==> src/pitaya_pkg.sv <==
/* Shared widths, sample types, register map and control word of the analog core.
   Every block and the testbench refer to these by scoped names */
package pitaya_pkg;

  ////////////////////////////////////////
  // Sample widths and types
  ////////////////////////////////////////

  localparam int RAW_W = 16;  // Converter word
  localparam int SMP_W = 14;  // Sample after trimming

  typedef logic        [RAW_W-1:0] raw_t;  // Raw ADC word, offset code
  typedef logic signed [SMP_W-1:0] smp_t;  // Two's complement sample
  typedef logic signed [SMP_W:0]   sum_t;  // One guard bit for the mixer sum
  typedef logic        [SMP_W-1:0] dac_t;  // Negative-slope DAC code

  ////////////////////////////////////////
  // System bus and register map
  ////////////////////////////////////////

  localparam int ADDR_W = 20;
  localparam int DATA_W = 32;

  localparam logic [DATA_W-1:0] HK_ID = 32'h0a1c_0e14;  // ID register contents

  localparam logic [ADDR_W-1:0] REG_ID        = 'h00;  // Read only
  localparam logic [ADDR_W-1:0] REG_CTRL      = 'h04;
  localparam logic [ADDR_W-1:0] REG_EXP_P_DIR = 'h10;
  localparam logic [ADDR_W-1:0] REG_EXP_N_DIR = 'h14;
  localparam logic [ADDR_W-1:0] REG_EXP_P_OUT = 'h18;
  localparam logic [ADDR_W-1:0] REG_EXP_N_OUT = 'h1C;
  localparam logic [ADDR_W-1:0] REG_EXP_P_IN  = 'h20;  // Read only
  localparam logic [ADDR_W-1:0] REG_EXP_N_IN  = 'h24;  // Read only
  localparam logic [ADDR_W-1:0] REG_LED       = 'h30;

  ////////////////////////////////////////
  // Control word
  ////////////////////////////////////////

  // Field layout, LSB first from the bottom
  typedef struct packed {
    logic [26:0] unused;
    logic [2:0]  daisy_mode;    // [0] daisy gate, [1] trig out alt, [2] asg trig select
    logic [1:0]  digital_loop;  // [0] ADC loop, [1] DAC loop
  } hk_ctrl_t;

  // Raw view for bus readback, field view for decoding
  typedef union packed {
    logic [DATA_W-1:0] raw;
    hk_ctrl_t          f;
  } ctrl_word_u;

endpackage

==> src/reset_seq.sv <==
/* Core reset generator. Holds the core in reset for RST_HOLD cycles after
   the synthesizer lock rises, and whenever the external reset is high */
`timescale 1ns/1ps

module reset_seq #(
  parameter int RST_HOLD = 64  // Post-lock hold in cycles
) (
  input  logic adc_clk,
  input  logic rst_i,         // External reset, sync active high
  input  logic pll_locked_i,  // Lock from clock synthesizer
  output logic core_rst_o     // Registered core reset
);

  localparam int CW = $clog2(RST_HOLD + 1);

  logic          lock_q;   // Lock seen through one register
  logic          lock_qq;  // Previous value for edge detect
  logic          lock_rise;
  logic [CW-1:0] hold_cnt;

  always_ff @(posedge adc_clk) begin
    lock_q  <= pll_locked_i;
    lock_qq <= lock_q;
  end

  assign lock_rise = lock_q & ~lock_qq;

  // Hold counter
  always_ff @(posedge adc_clk) begin
    if (rst_i || !lock_q) begin
      hold_cnt <= '0;  // Lock drop ends the hold
    end else if (lock_rise || (hold_cnt != '0)) begin
      if (hold_cnt == CW'(RST_HOLD))
        hold_cnt <= '0;  // Hold done
      else
        hold_cnt <= hold_cnt + 1'b1;
    end
  end

  always_ff @(posedge adc_clk) begin
    core_rst_o <= rst_i | (|hold_cnt);
  end

endmodule

==> src/adc_frontend.sv <==
/* ADC capture stage. Trims both converter words, converts them to two's
   complement and registers either them or the DAC-side loop samples */
`timescale 1ns/1ps

module adc_frontend (
  input  logic              adc_clk,
  input  logic              rst_i,
  input  pitaya_pkg::raw_t  adc_a_i,    // Converter words, neg-slope offset
  input  pitaya_pkg::raw_t  adc_b_i,
  input  pitaya_pkg::smp_t  loop_a_i,   // Saturated DAC samples
  input  pitaya_pkg::smp_t  loop_b_i,
  input  logic              adc_loop_i, // Digital loopback enable
  output pitaya_pkg::smp_t  adc_a_o,
  output pitaya_pkg::smp_t  adc_b_o
);

  localparam int RW = pitaya_pkg::RAW_W;
  localparam int SW = pitaya_pkg::SMP_W;

  // Drop 2 reserved LSBs, keep sign, invert the rest
  function automatic pitaya_pkg::smp_t to_smp(input pitaya_pkg::raw_t r);
    to_smp = {r[RW-1], ~r[RW-2 -: SW-1]};
  endfunction

  pitaya_pkg::smp_t conv_a;
  pitaya_pkg::smp_t conv_b;

  assign conv_a = to_smp(adc_a_i);
  assign conv_b = to_smp(adc_b_i);

  ////////////////////////////////////////
  // Output register with loop select
  ////////////////////////////////////////

  always_ff @(posedge adc_clk) begin
    if (rst_i) begin
      adc_a_o <= '0;
      adc_b_o <= '0;
    end else begin
      adc_a_o <= adc_loop_i ? loop_a_i : conv_a;
      adc_b_o <= adc_loop_i ? loop_b_i : conv_b;
    end
  end

endmodule

==> src/dac_mixer.sv <==
/* DAC mixing stage. Sums generator and PID samples with saturation and
   registers the negative-slope DAC codes, or the raw ADC words in loopback */
`timescale 1ns/1ps

module dac_mixer (
  input  logic              adc_clk,
  input  logic              rst_i,
  input  pitaya_pkg::smp_t  asg_a_i,    // Generator samples
  input  pitaya_pkg::smp_t  asg_b_i,
  input  pitaya_pkg::smp_t  pid_a_i,    // Controller samples
  input  pitaya_pkg::smp_t  pid_b_i,
  input  pitaya_pkg::raw_t  adc_a_i,    // Raw converter words for loopback
  input  pitaya_pkg::raw_t  adc_b_i,
  input  logic              dac_loop_i, // DAC-side loopback
  output pitaya_pkg::smp_t  loop_a_o,   // Saturated sample to ADC side
  output pitaya_pkg::smp_t  loop_b_o,
  output pitaya_pkg::dac_t  dac_a_o,
  output pitaya_pkg::dac_t  dac_b_o
);

  localparam int RW = pitaya_pkg::RAW_W;
  localparam int SW = pitaya_pkg::SMP_W;

  // Clamp when the top two sum bits disagree
  function automatic pitaya_pkg::smp_t sat_sum(input pitaya_pkg::sum_t s);
    if (s[SW] ^ s[SW-1])
      sat_sum = {s[SW], {(SW-1){~s[SW]}}};  // Rail of the sum's sign
    else
      sat_sum = s[SW-1:0];
  endfunction

  // Back to negative-slope offset code
  function automatic pitaya_pkg::dac_t to_dac(input pitaya_pkg::smp_t s);
    to_dac = {s[SW-1], ~s[SW-2:0]};
  endfunction

  pitaya_pkg::sum_t sum_a;
  pitaya_pkg::sum_t sum_b;

  assign sum_a = asg_a_i + pid_a_i;  // Sign extended to SW+1
  assign sum_b = asg_b_i + pid_b_i;

  assign loop_a_o = sat_sum(sum_a);
  assign loop_b_o = sat_sum(sum_b);

  ////////////////////////////////////////
  // DAC output register
  ////////////////////////////////////////

  always_ff @(posedge adc_clk) begin
    if (rst_i) begin
      dac_a_o <= '0;
      dac_b_o <= '0;
    end else if (dac_loop_i) begin
      dac_a_o <= adc_a_i[RW-1 -: SW];  // Trimmed raw word
      dac_b_o <= adc_b_i[RW-1 -: SW];
    end else begin
      dac_a_o <= to_dac(loop_a_o);
      dac_b_o <= to_dac(loop_b_o);
    end
  end

endmodule

==> src/hk_regs.sv <==
/* Housekeeping register block on the system bus. Holds control, LED and
   expansion registers; every strobe is acked one cycle later */
`timescale 1ns/1ps

module hk_regs #(
  parameter int DWE = 8  // Expansion pins per row
) (
  input  logic                          adc_clk,
  input  logic                          rst_i,
  // System bus
  input  logic [pitaya_pkg::ADDR_W-1:0] sys_addr_i,
  input  logic [pitaya_pkg::DATA_W-1:0] sys_wdata_i,
  input  logic                          sys_wen_i,
  input  logic                          sys_ren_i,
  output logic [pitaya_pkg::DATA_W-1:0] sys_rdata_o,
  output logic                          sys_ack_o,
  // Synchronized pin inputs
  input  logic [DWE-1:0]                exp_p_in_i,
  input  logic [DWE-1:0]                exp_n_in_i,
  // Configuration outputs
  output logic [1:0]                    digital_loop_o,
  output logic [2:0]                    daisy_mode_o,
  output logic [DWE-1:0]                exp_p_dir_o,
  output logic [DWE-1:0]                exp_n_dir_o,
  output logic [DWE-1:0]                exp_p_out_o,
  output logic [DWE-1:0]                exp_n_out_o,
  output logic [7:0]                    led_o
);

  localparam int DW = pitaya_pkg::DATA_W;

  pitaya_pkg::ctrl_word_u ctrl;  // Control word, raw and decoded views

  // Field outputs from the struct view
  assign digital_loop_o = ctrl.f.digital_loop;
  assign daisy_mode_o   = ctrl.f.daisy_mode;

  ////////////////////////////////////////
  // Register writes
  ////////////////////////////////////////

  always_ff @(posedge adc_clk) begin
    if (rst_i) begin
      ctrl.raw    <= '0;
      exp_p_dir_o <= '0;
      exp_n_dir_o <= '0;
      exp_p_out_o <= '0;
      exp_n_out_o <= '0;
      led_o       <= '0;
    end else if (sys_wen_i) begin
      case (sys_addr_i)
        pitaya_pkg::REG_CTRL:      ctrl.raw    <= sys_wdata_i;
        pitaya_pkg::REG_EXP_P_DIR: exp_p_dir_o <= sys_wdata_i[DWE-1:0];
        pitaya_pkg::REG_EXP_N_DIR: exp_n_dir_o <= sys_wdata_i[DWE-1:0];
        pitaya_pkg::REG_EXP_P_OUT: exp_p_out_o <= sys_wdata_i[DWE-1:0];
        pitaya_pkg::REG_EXP_N_OUT: exp_n_out_o <= sys_wdata_i[DWE-1:0];
        pitaya_pkg::REG_LED:       led_o       <= sys_wdata_i[7:0];
        default: ;  // Read-only or unmapped, ignored
      endcase
    end
  end

  ////////////////////////////////////////
  // Readback and ack
  ////////////////////////////////////////

  always_ff @(posedge adc_clk) begin
    if (rst_i) begin
      sys_rdata_o <= '0;
    end else if (sys_ren_i) begin
      case (sys_addr_i)
        pitaya_pkg::REG_ID:        sys_rdata_o <= pitaya_pkg::HK_ID;
        pitaya_pkg::REG_CTRL:      sys_rdata_o <= ctrl.raw;  // Raw view
        pitaya_pkg::REG_EXP_P_DIR: sys_rdata_o <= {{(DW-DWE){1'b0}}, exp_p_dir_o};
        pitaya_pkg::REG_EXP_N_DIR: sys_rdata_o <= {{(DW-DWE){1'b0}}, exp_n_dir_o};
        pitaya_pkg::REG_EXP_P_OUT: sys_rdata_o <= {{(DW-DWE){1'b0}}, exp_p_out_o};
        pitaya_pkg::REG_EXP_N_OUT: sys_rdata_o <= {{(DW-DWE){1'b0}}, exp_n_out_o};
        pitaya_pkg::REG_EXP_P_IN:  sys_rdata_o <= {{(DW-DWE){1'b0}}, exp_p_in_i};
        pitaya_pkg::REG_EXP_N_IN:  sys_rdata_o <= {{(DW-DWE){1'b0}}, exp_n_in_i};
        pitaya_pkg::REG_LED:       sys_rdata_o <= {{(DW-8){1'b0}}, led_o};
        default:                   sys_rdata_o <= '0;  // Unmapped
      endcase
    end
  end

  // One-cycle ack for either strobe
  always_ff @(posedge adc_clk) begin
    if (rst_i)
      sys_ack_o <= 1'b0;
    else
      sys_ack_o <= sys_wen_i | sys_ren_i;
  end

endmodule

==> src/exp_io_mux.sv <==
/* Expansion connector logic. Synchronizes the pin inputs, derives the
   external trigger and registers pin outputs with the trigger-out function */
`timescale 1ns/1ps

module exp_io_mux #(
  parameter int DWE = 8
) (
  input  logic           adc_clk,
  input  logic           rst_i,
  // Pins in
  input  logic [DWE-1:0] exp_p_i,
  input  logic [DWE-1:0] exp_n_i,
  // Register values
  input  logic [DWE-1:0] exp_p_dir_i,
  input  logic [DWE-1:0] exp_n_dir_i,
  input  logic [DWE-1:0] exp_p_out_i,
  input  logic [DWE-1:0] exp_n_out_i,
  input  logic [2:0]     daisy_mode_i,
  // Triggers
  input  logic           scope_trig_i,
  input  logic           asg_trig_i,
  input  logic           daisy_trig_i,  // Level from daisy link
  // Pins out
  output logic [DWE-1:0] exp_p_o,
  output logic [DWE-1:0] exp_p_oe_o,
  output logic [DWE-1:0] exp_n_o,
  output logic [DWE-1:0] exp_n_oe_o,
  // Synced inputs and trigger
  output logic [DWE-1:0] exp_p_sync_o,
  output logic [DWE-1:0] exp_n_sync_o,
  output logic           trig_ext_o
);

  logic [DWE-1:0] p_meta, n_meta;  // First sync stage
  logic           trig_sel;

  // Two-stage input synchronizer
  always_ff @(posedge adc_clk) begin
    if (rst_i) begin
      p_meta       <= '0;
      n_meta       <= '0;
      exp_p_sync_o <= '0;
      exp_n_sync_o <= '0;
    end else begin
      p_meta       <= exp_p_i;
      n_meta       <= exp_n_i;
      exp_p_sync_o <= p_meta;
      exp_n_sync_o <= n_meta;
    end
  end

  // Ext trigger on p pin 0, blocked by daisy trigger in daisy mode
  assign trig_ext_o = exp_p_sync_o[0] & ~(daisy_mode_i[0] & daisy_trig_i);

  assign trig_sel = daisy_mode_i[2] ? asg_trig_i : scope_trig_i;

  ////////////////////////////////////////
  // Output registers
  ////////////////////////////////////////

  always_ff @(posedge adc_clk) begin
    if (rst_i) begin
      exp_p_o    <= '0;
      exp_p_oe_o <= '0;
      exp_n_o    <= '0;
      exp_n_oe_o <= '0;
    end else begin
      exp_p_o    <= exp_p_out_i;
      exp_p_oe_o <= exp_p_dir_i;
      exp_n_o    <= exp_n_out_i;
      exp_n_oe_o <= exp_n_dir_i;
      if (daisy_mode_i[1]) begin  // Trigger out on n pin 0
        exp_n_o[0]    <= trig_sel;
        exp_n_oe_o[0] <= 1'b1;
      end
    end
  end

endmodule

==> src/pitaya_core_top.sv <==
/* Top level of the analog core on adc_clk. Connects reset sequencer, ADC
   and DAC paths, housekeeping registers and expansion connector logic */
`timescale 1ns/1ps

module pitaya_core_top #(
  parameter int DWE      = 8,   // Expansion pins, minimum 8
  parameter int RST_HOLD = 64   // Post-lock reset hold
) (
  input  logic                          adc_clk,
  input  logic                          rst_i,
  input  logic                          pll_locked_i,
  // ADC
  input  pitaya_pkg::raw_t              adc_a_i,
  input  pitaya_pkg::raw_t              adc_b_i,
  output pitaya_pkg::smp_t              adc_a_o,
  output pitaya_pkg::smp_t              adc_b_o,
  // Generator and controller samples
  input  pitaya_pkg::smp_t              asg_a_i,
  input  pitaya_pkg::smp_t              asg_b_i,
  input  pitaya_pkg::smp_t              pid_a_i,
  input  pitaya_pkg::smp_t              pid_b_i,
  // DAC
  output pitaya_pkg::dac_t              dac_a_o,
  output pitaya_pkg::dac_t              dac_b_o,
  // System bus
  input  logic [pitaya_pkg::ADDR_W-1:0] sys_addr_i,
  input  logic [pitaya_pkg::DATA_W-1:0] sys_wdata_i,
  input  logic                          sys_wen_i,
  input  logic                          sys_ren_i,
  output logic [pitaya_pkg::DATA_W-1:0] sys_rdata_o,
  output logic                          sys_ack_o,
  // Triggers
  input  logic                          scope_trig_i,
  input  logic                          asg_trig_i,
  input  logic                          daisy_trig_i,
  output logic                          trig_ext_o,
  // Expansion connector
  input  logic [DWE-1:0]                exp_p_i,
  input  logic [DWE-1:0]                exp_n_i,
  output logic [DWE-1:0]                exp_p_o,
  output logic [DWE-1:0]                exp_p_oe_o,
  output logic [DWE-1:0]                exp_n_o,
  output logic [DWE-1:0]                exp_n_oe_o,
  // LED
  output logic [7:0]                    led_o
);

  logic             core_rst;
  pitaya_pkg::smp_t loop_a, loop_b;      // Saturated DAC samples
  logic [1:0]       digital_loop;
  logic [2:0]       daisy_mode;
  logic [DWE-1:0]   exp_p_dir, exp_n_dir;
  logic [DWE-1:0]   exp_p_out, exp_n_out;
  logic [DWE-1:0]   exp_p_sync, exp_n_sync;

  reset_seq #(.RST_HOLD(RST_HOLD)) reset_seq_inst (
    .adc_clk      (adc_clk),
    .rst_i        (rst_i),
    .pll_locked_i (pll_locked_i),
    .core_rst_o   (core_rst)
  );

  adc_frontend adc_frontend_inst (
    .adc_clk    (adc_clk),
    .rst_i      (core_rst),
    .adc_a_i    (adc_a_i),
    .adc_b_i    (adc_b_i),
    .loop_a_i   (loop_a),
    .loop_b_i   (loop_b),
    .adc_loop_i (digital_loop[0]),
    .adc_a_o    (adc_a_o),
    .adc_b_o    (adc_b_o)
  );

  dac_mixer dac_mixer_inst (
    .adc_clk    (adc_clk),
    .rst_i      (core_rst),
    .asg_a_i    (asg_a_i),
    .asg_b_i    (asg_b_i),
    .pid_a_i    (pid_a_i),
    .pid_b_i    (pid_b_i),
    .adc_a_i    (adc_a_i),
    .adc_b_i    (adc_b_i),
    .dac_loop_i (digital_loop[1]),
    .loop_a_o   (loop_a),
    .loop_b_o   (loop_b),
    .dac_a_o    (dac_a_o),
    .dac_b_o    (dac_b_o)
  );

  hk_regs #(.DWE(DWE)) hk_regs_inst (
    .adc_clk        (adc_clk),
    .rst_i          (core_rst),
    .sys_addr_i     (sys_addr_i),
    .sys_wdata_i    (sys_wdata_i),
    .sys_wen_i      (sys_wen_i),
    .sys_ren_i      (sys_ren_i),
    .sys_rdata_o    (sys_rdata_o),
    .sys_ack_o      (sys_ack_o),
    .exp_p_in_i     (exp_p_sync),
    .exp_n_in_i     (exp_n_sync),
    .digital_loop_o (digital_loop),
    .daisy_mode_o   (daisy_mode),
    .exp_p_dir_o    (exp_p_dir),
    .exp_n_dir_o    (exp_n_dir),
    .exp_p_out_o    (exp_p_out),
    .exp_n_out_o    (exp_n_out),
    .led_o          (led_o)
  );

  exp_io_mux #(.DWE(DWE)) exp_io_mux_inst (
    .adc_clk      (adc_clk),
    .rst_i        (core_rst),
    .exp_p_i      (exp_p_i),
    .exp_n_i      (exp_n_i),
    .exp_p_dir_i  (exp_p_dir),
    .exp_n_dir_i  (exp_n_dir),
    .exp_p_out_i  (exp_p_out),
    .exp_n_out_i  (exp_n_out),
    .daisy_mode_i (daisy_mode),
    .scope_trig_i (scope_trig_i),
    .asg_trig_i   (asg_trig_i),
    .daisy_trig_i (daisy_trig_i),
    .exp_p_o      (exp_p_o),
    .exp_p_oe_o   (exp_p_oe_o),
    .exp_n_o      (exp_n_o),
    .exp_n_oe_o   (exp_n_oe_o),
    .exp_p_sync_o (exp_p_sync),
    .exp_n_sync_o (exp_n_sync),
    .trig_ext_o   (trig_ext_o)
  );

endmodule

==> config.mk <==
export PLATFORM = sky130hd
export DESIGN_NAME = pitaya_core_top
export DESIGN_NICKNAME = d
export VERILOG_FILES = /design/src/pitaya_pkg.sv /design/src/reset_seq.sv /design/src/adc_frontend.sv /design/src/dac_mixer.sv /design/src/hk_regs.sv /design/src/exp_io_mux.sv /design/src/pitaya_core_top.sv
export SDC_FILE = /design/constraint.sdc
export NUM_CORES = 1
export LEC_CHECK = 0
export ABC_AREA = 1
export BUFFER_PORTS_ARGS = -buffer_cell sky130_fd_sc_hd__buf_2
export CAP_MARGIN = 25
export CORE_ASPECT_RATIO = 0.6
export CORE_MARGIN = 4
export CORE_UTILIZATION = 53
export CTS_BUF_LIST = sky130_fd_sc_hd__clkbuf_8 sky130_fd_sc_hd__clkbuf_16
export DETAILED_ROUTE_END_ITERATION = 10
export HOLD_SLACK_MARGIN = 0.06
export PLACE_DENSITY = 0.8
export SLEW_MARGIN = 20
export SYNTH_ARGS = -nofsm -noshare
export SYNTH_HDL_FRONTEND = slang
export SYNTH_HIERARCHICAL = 1
export SYNTH_SLANG_ARGS = --single-unit
==> constraint.sdc <==
create_clock -name adc_clk -period 2.1 [get_ports adc_clk]
set_input_delay 0.105 -clock adc_clk [delete_from_list [all_inputs] [get_ports adc_clk]]
set_output_delay 0.105 -clock adc_clk [all_outputs]
set_load 0.005 [all_outputs]
==> results.txt <==
- The number of clock buffers added by TritonCTS is 22.
- Number of buffers between clock root and the deepest sink: 3
* Max-capacitance violation count: 0
* Crit path to: adc_frontend_inst/adc_b_o[11]
- Stage delay of the slowest cell on the critical path: 430 ps
- # clock sinks: 235
* Global-route wire length before repair: 53000 um
* Beginning of the critical path: asg_b_i[0]
- Maximum number of pins on one net before global-route repair: 73
- Global-route usage over all layers: 28.3%
- In the final layout, the share of cells above drive strength 1 is 22.7%.
- Count of buffers added by post-CTS timing repair for setup: 0
* Clk slew on worst S/H paths: 70 ps
- During placement, the flow inserted port buffers numbering 289.
- Maximum fanout count along the critical path: 13
- The die covers 0.0230 mm2.
- Worst Tran Pin Value: 857 ps
* Post-route setup slack: 418 ps
* Top post-synthesis cells by count: nand2_1 (264), dfxtp_1 (235), nor2_1 (217)
- Core region area: 0.0201 mm2
- R2r startpoint: hk_regs_inst/ctrl[4]
- In this run the mean area of a mapped cell was 7.33 um2.
- Min-delay worst type: input port to register
- Most common cell type on the critical path: nand2_1
- Worst-path cell chain: buf_2 > ha_1 > inv_1 > fa_1 > inv_1 > nand3_1 > nand2_1 > nand2_1 > nand2_2 > nand2_2 > nand2_1 > nand2_1 > nand2_1 > nand2_4 > nand2_2 > buf_12 > o21ai_1 > nor2_1 > nor2_1
- In this run the static leakage power is 6.80 nW.
* Top cell type by total area after synthesis: dfxtp_1
- Number of antenna violations at the first check in global routing: 0
- Number of H-tree levels: 1
- Power density over cell area: 761 mW/mm2
* Number of flops mapped to enable cells by yosys: 0
- Chip Height: 119 um
- Yosys warns: 6
- Number of cells after detailed placement: 2005
- Number of fill cells in the layout: 1723
* Required @ worst endpoint: 2490 ps
* End of the worst register-to-register path: exp_io_mux_inst/exp_n_o[0]
- CP max-delay cell: fa_1
* Met1 Wirelength: 15000 um
* Cell with the most instances after synthesis: nand2_1
* Fraction of the cycle the final worst path needs: 80.1%
- Max-Slew Margin vs Limit: 42.8%
- Setup violations remaining at the end of the flow were counted as 0.
- Across the VDD grid, the largest voltage drop is 0.655 mV.
- For this run, the leading register cell type out of synthesis is dfxtp_1.
* Starting DRC count in detailed routing: 1311
- Gp weighted congestion: 0.956
- OpenSTA, run right after detailed placement, puts the worst setup slack at -62.9 ps.
- For this block, the routed nets add up to 33800 um of wire.
- Master cell of the clock root buffer: clkbuf_16
- The synthesized netlist occupies a cell area of 0.0109 mm2.
- Detailed placement finished with a half-perimeter wire length of 24200 um.
* Reg2Reg Depth: 6
- For this design the top-level I/O count stands at 294.
* Synthesized netlist cell count: 1486
- Count of different cell masters after synthesis: 39
- P&R area growth vs syn: 29.6%
- The pre-antenna-repair detailed-routing pass consisted of 6 iterations.
- Minimum clock period: 1680 ps
- Horizontal die dimension: 193 um
- Non-filler cells in the finished layout: 2126
* Share of flip-flops with an asynchronous set or reset after synthesis: 0%
* R2R setup slack: 650 ps
* Clk_skew: 17.6 ps
- In the detailed route, the total length drawn on met3 is 3510 um.
* Nets: 2035
* Outcome: finished, final reports clean
- After detailed routing, the number of remaining DRC violations is 0.
- RSZ-0062 raised after global routing: false
* Max Used Layer: met4
- Aggregate negative setup slack: 0 ps
- For the worst-skew pair, the clock arrives at the later sink with an insertion delay of 500 ps.
- Max Fclk: 0.595 GHz
- STA puts the critical path data arrival time at 2070 ps.
- Max Slew Vio Count: 0
- Synthesis inferred 235 register bits.
- Utilization after layout: 70.2%
- The detailed router placed 11200 vias in this run.
* Net count after synthesis: 1682
- Antenna cells: 0
- Dominant cells by area after synthesis: dfxtp_1 (43%), nand2_1 (9.1%), nor2_1 (7.5%)
- Detailed-route wire length per cell: 15.9 um
* Type of element launching the critical path: input port
* Portion of the post-synthesis area used by sequential elements: 43.2%
- The floorplan has 40 rows.
- The number of endpoints with negative hold slack in the final report was 0.
* Setup CP Type: input port to register
- TritonCTS clock tree: yes
- Share of the synthesized area in the top cell type: 43.2%
* Total met2 wirelength after detailed routing: 13900 um
- STA classifies the critical path endpoint as a register.
- Once detail routing completed, the nets flagged for antenna violations numbered 0.
* GRT Residual Overflow: 0
- The via count of the first global-routing pass came to 10400.
- In the routed layout, each cell is associated on average with a via count of 5.25.
* Starting density of the core: 54.2%
[logic make-up (layout without fill, tap and decap cells)]
family          after synthesis  after routing  share of synthesized area [%]
simple gates                650            650                           26.3
xor+xnor                     21             21                           1.69
fa+ha+maj                    32             32                           3.81
compound gates              292            292                           14.3
buf+inv                     256            623                           10.7
flops                       235            235                           43.2
[worst max-delay path, delay by kind of cell]
| kind | cells | cell delay, ps |
|---|---|---|
| buf+inv | 4 | 370 |
| fa+ha+maj | 2 | 590 |
| simple gates | 12 | 930 |
| compound gates | 1 | 70 |
[layout by cell type, fill, tap and decap left out, types with 41 or more instances in the layout]
cell type,count
a21oi_1,133
buf_2,289
dfxtp_1,234
dlygate4sd3_1,83
inv_1,173
nand2_1,264
nand3_1,55
nand4_1,41
nor2_1,217
o21ai_0,78
o21ai_1,51
[worst min-delay path by stage]
stage / from / end / slack (ps) / depth (start not counted)
global placement: pll_locked_i / reset_seq_inst/lock_q / 210 / 1
detailed placement: pll_locked_i / reset_seq_inst/lock_q / 210 / 1
floorplan: pll_locked_i / reset_seq_inst/lock_q / 130 / 0
global route: pid_b_i[2] / dac_mixer_inst/dac_b_o[2] / 170 / 5
CTS: sys_wen_i / hk_regs_inst/exp_p_out_o[7] / 130 / 3
finish: pid_b_i[2] / dac_mixer_inst/dac_b_o[2] / 160 / 5
[through the flow]
| step | cell area, um2 | power (mW) | hold WS (ps) |
|---|---|---|---|
| floorplan | 10900 | 5.82 | 133 |
| global route | 14100 | 11.2 | 172 |
| detailed placement | 12500 | 6.46 | 213 |
| CTS | 14100 | 10.8 | 127 |
| global placement | 12500 | 6.42 | 210 |
| finish | 14100 | 10.8 | 158 |
[registers in the layout (all words and copies together) (netlist names), 14 cells and up]
name and count:
hk_regs_inst/ctrl 32, hk_regs_inst/sys_rdata_o 32, adc_frontend_inst/adc_a_o 14, adc_frontend_inst/adc_b_o 14
dac_mixer_inst/dac_a_o 14, dac_mixer_inst/dac_b_o 14
[where the power goes]
part	internal, mW	total, mW	switching, mW
Clock	2.56	4.22	1.66
Sequential	4.63	4.69	0.0637
Combinational	0.769	1.84	1.07
[what timing repair did]
item                                   in CTS  in global routing
hold buffers                               83                  0
gates resized for setup                     0                  0
endpoints found under the hold margin     154                  0
[layer usage]
metal	GRT usage (%)	vias to the layer above
met5	0	-
met4	10.1	0
met3	7.03	98
met2	40.4	567
met1	41.5	5025
li1	-	5481
[final cells by class]
type	count	area (um2)	area share, %
multi-input combinational	995	5030	35.6
sequential	235	4710	33.3
timing repair buffer	402	2580	18.3
inverter	183	687	4.86
clock buffer	28	656	4.64
tap	273	342	2.42
clock inverter	10	123	0.868
Note: power is estimated with default switching activity, not from simulation.
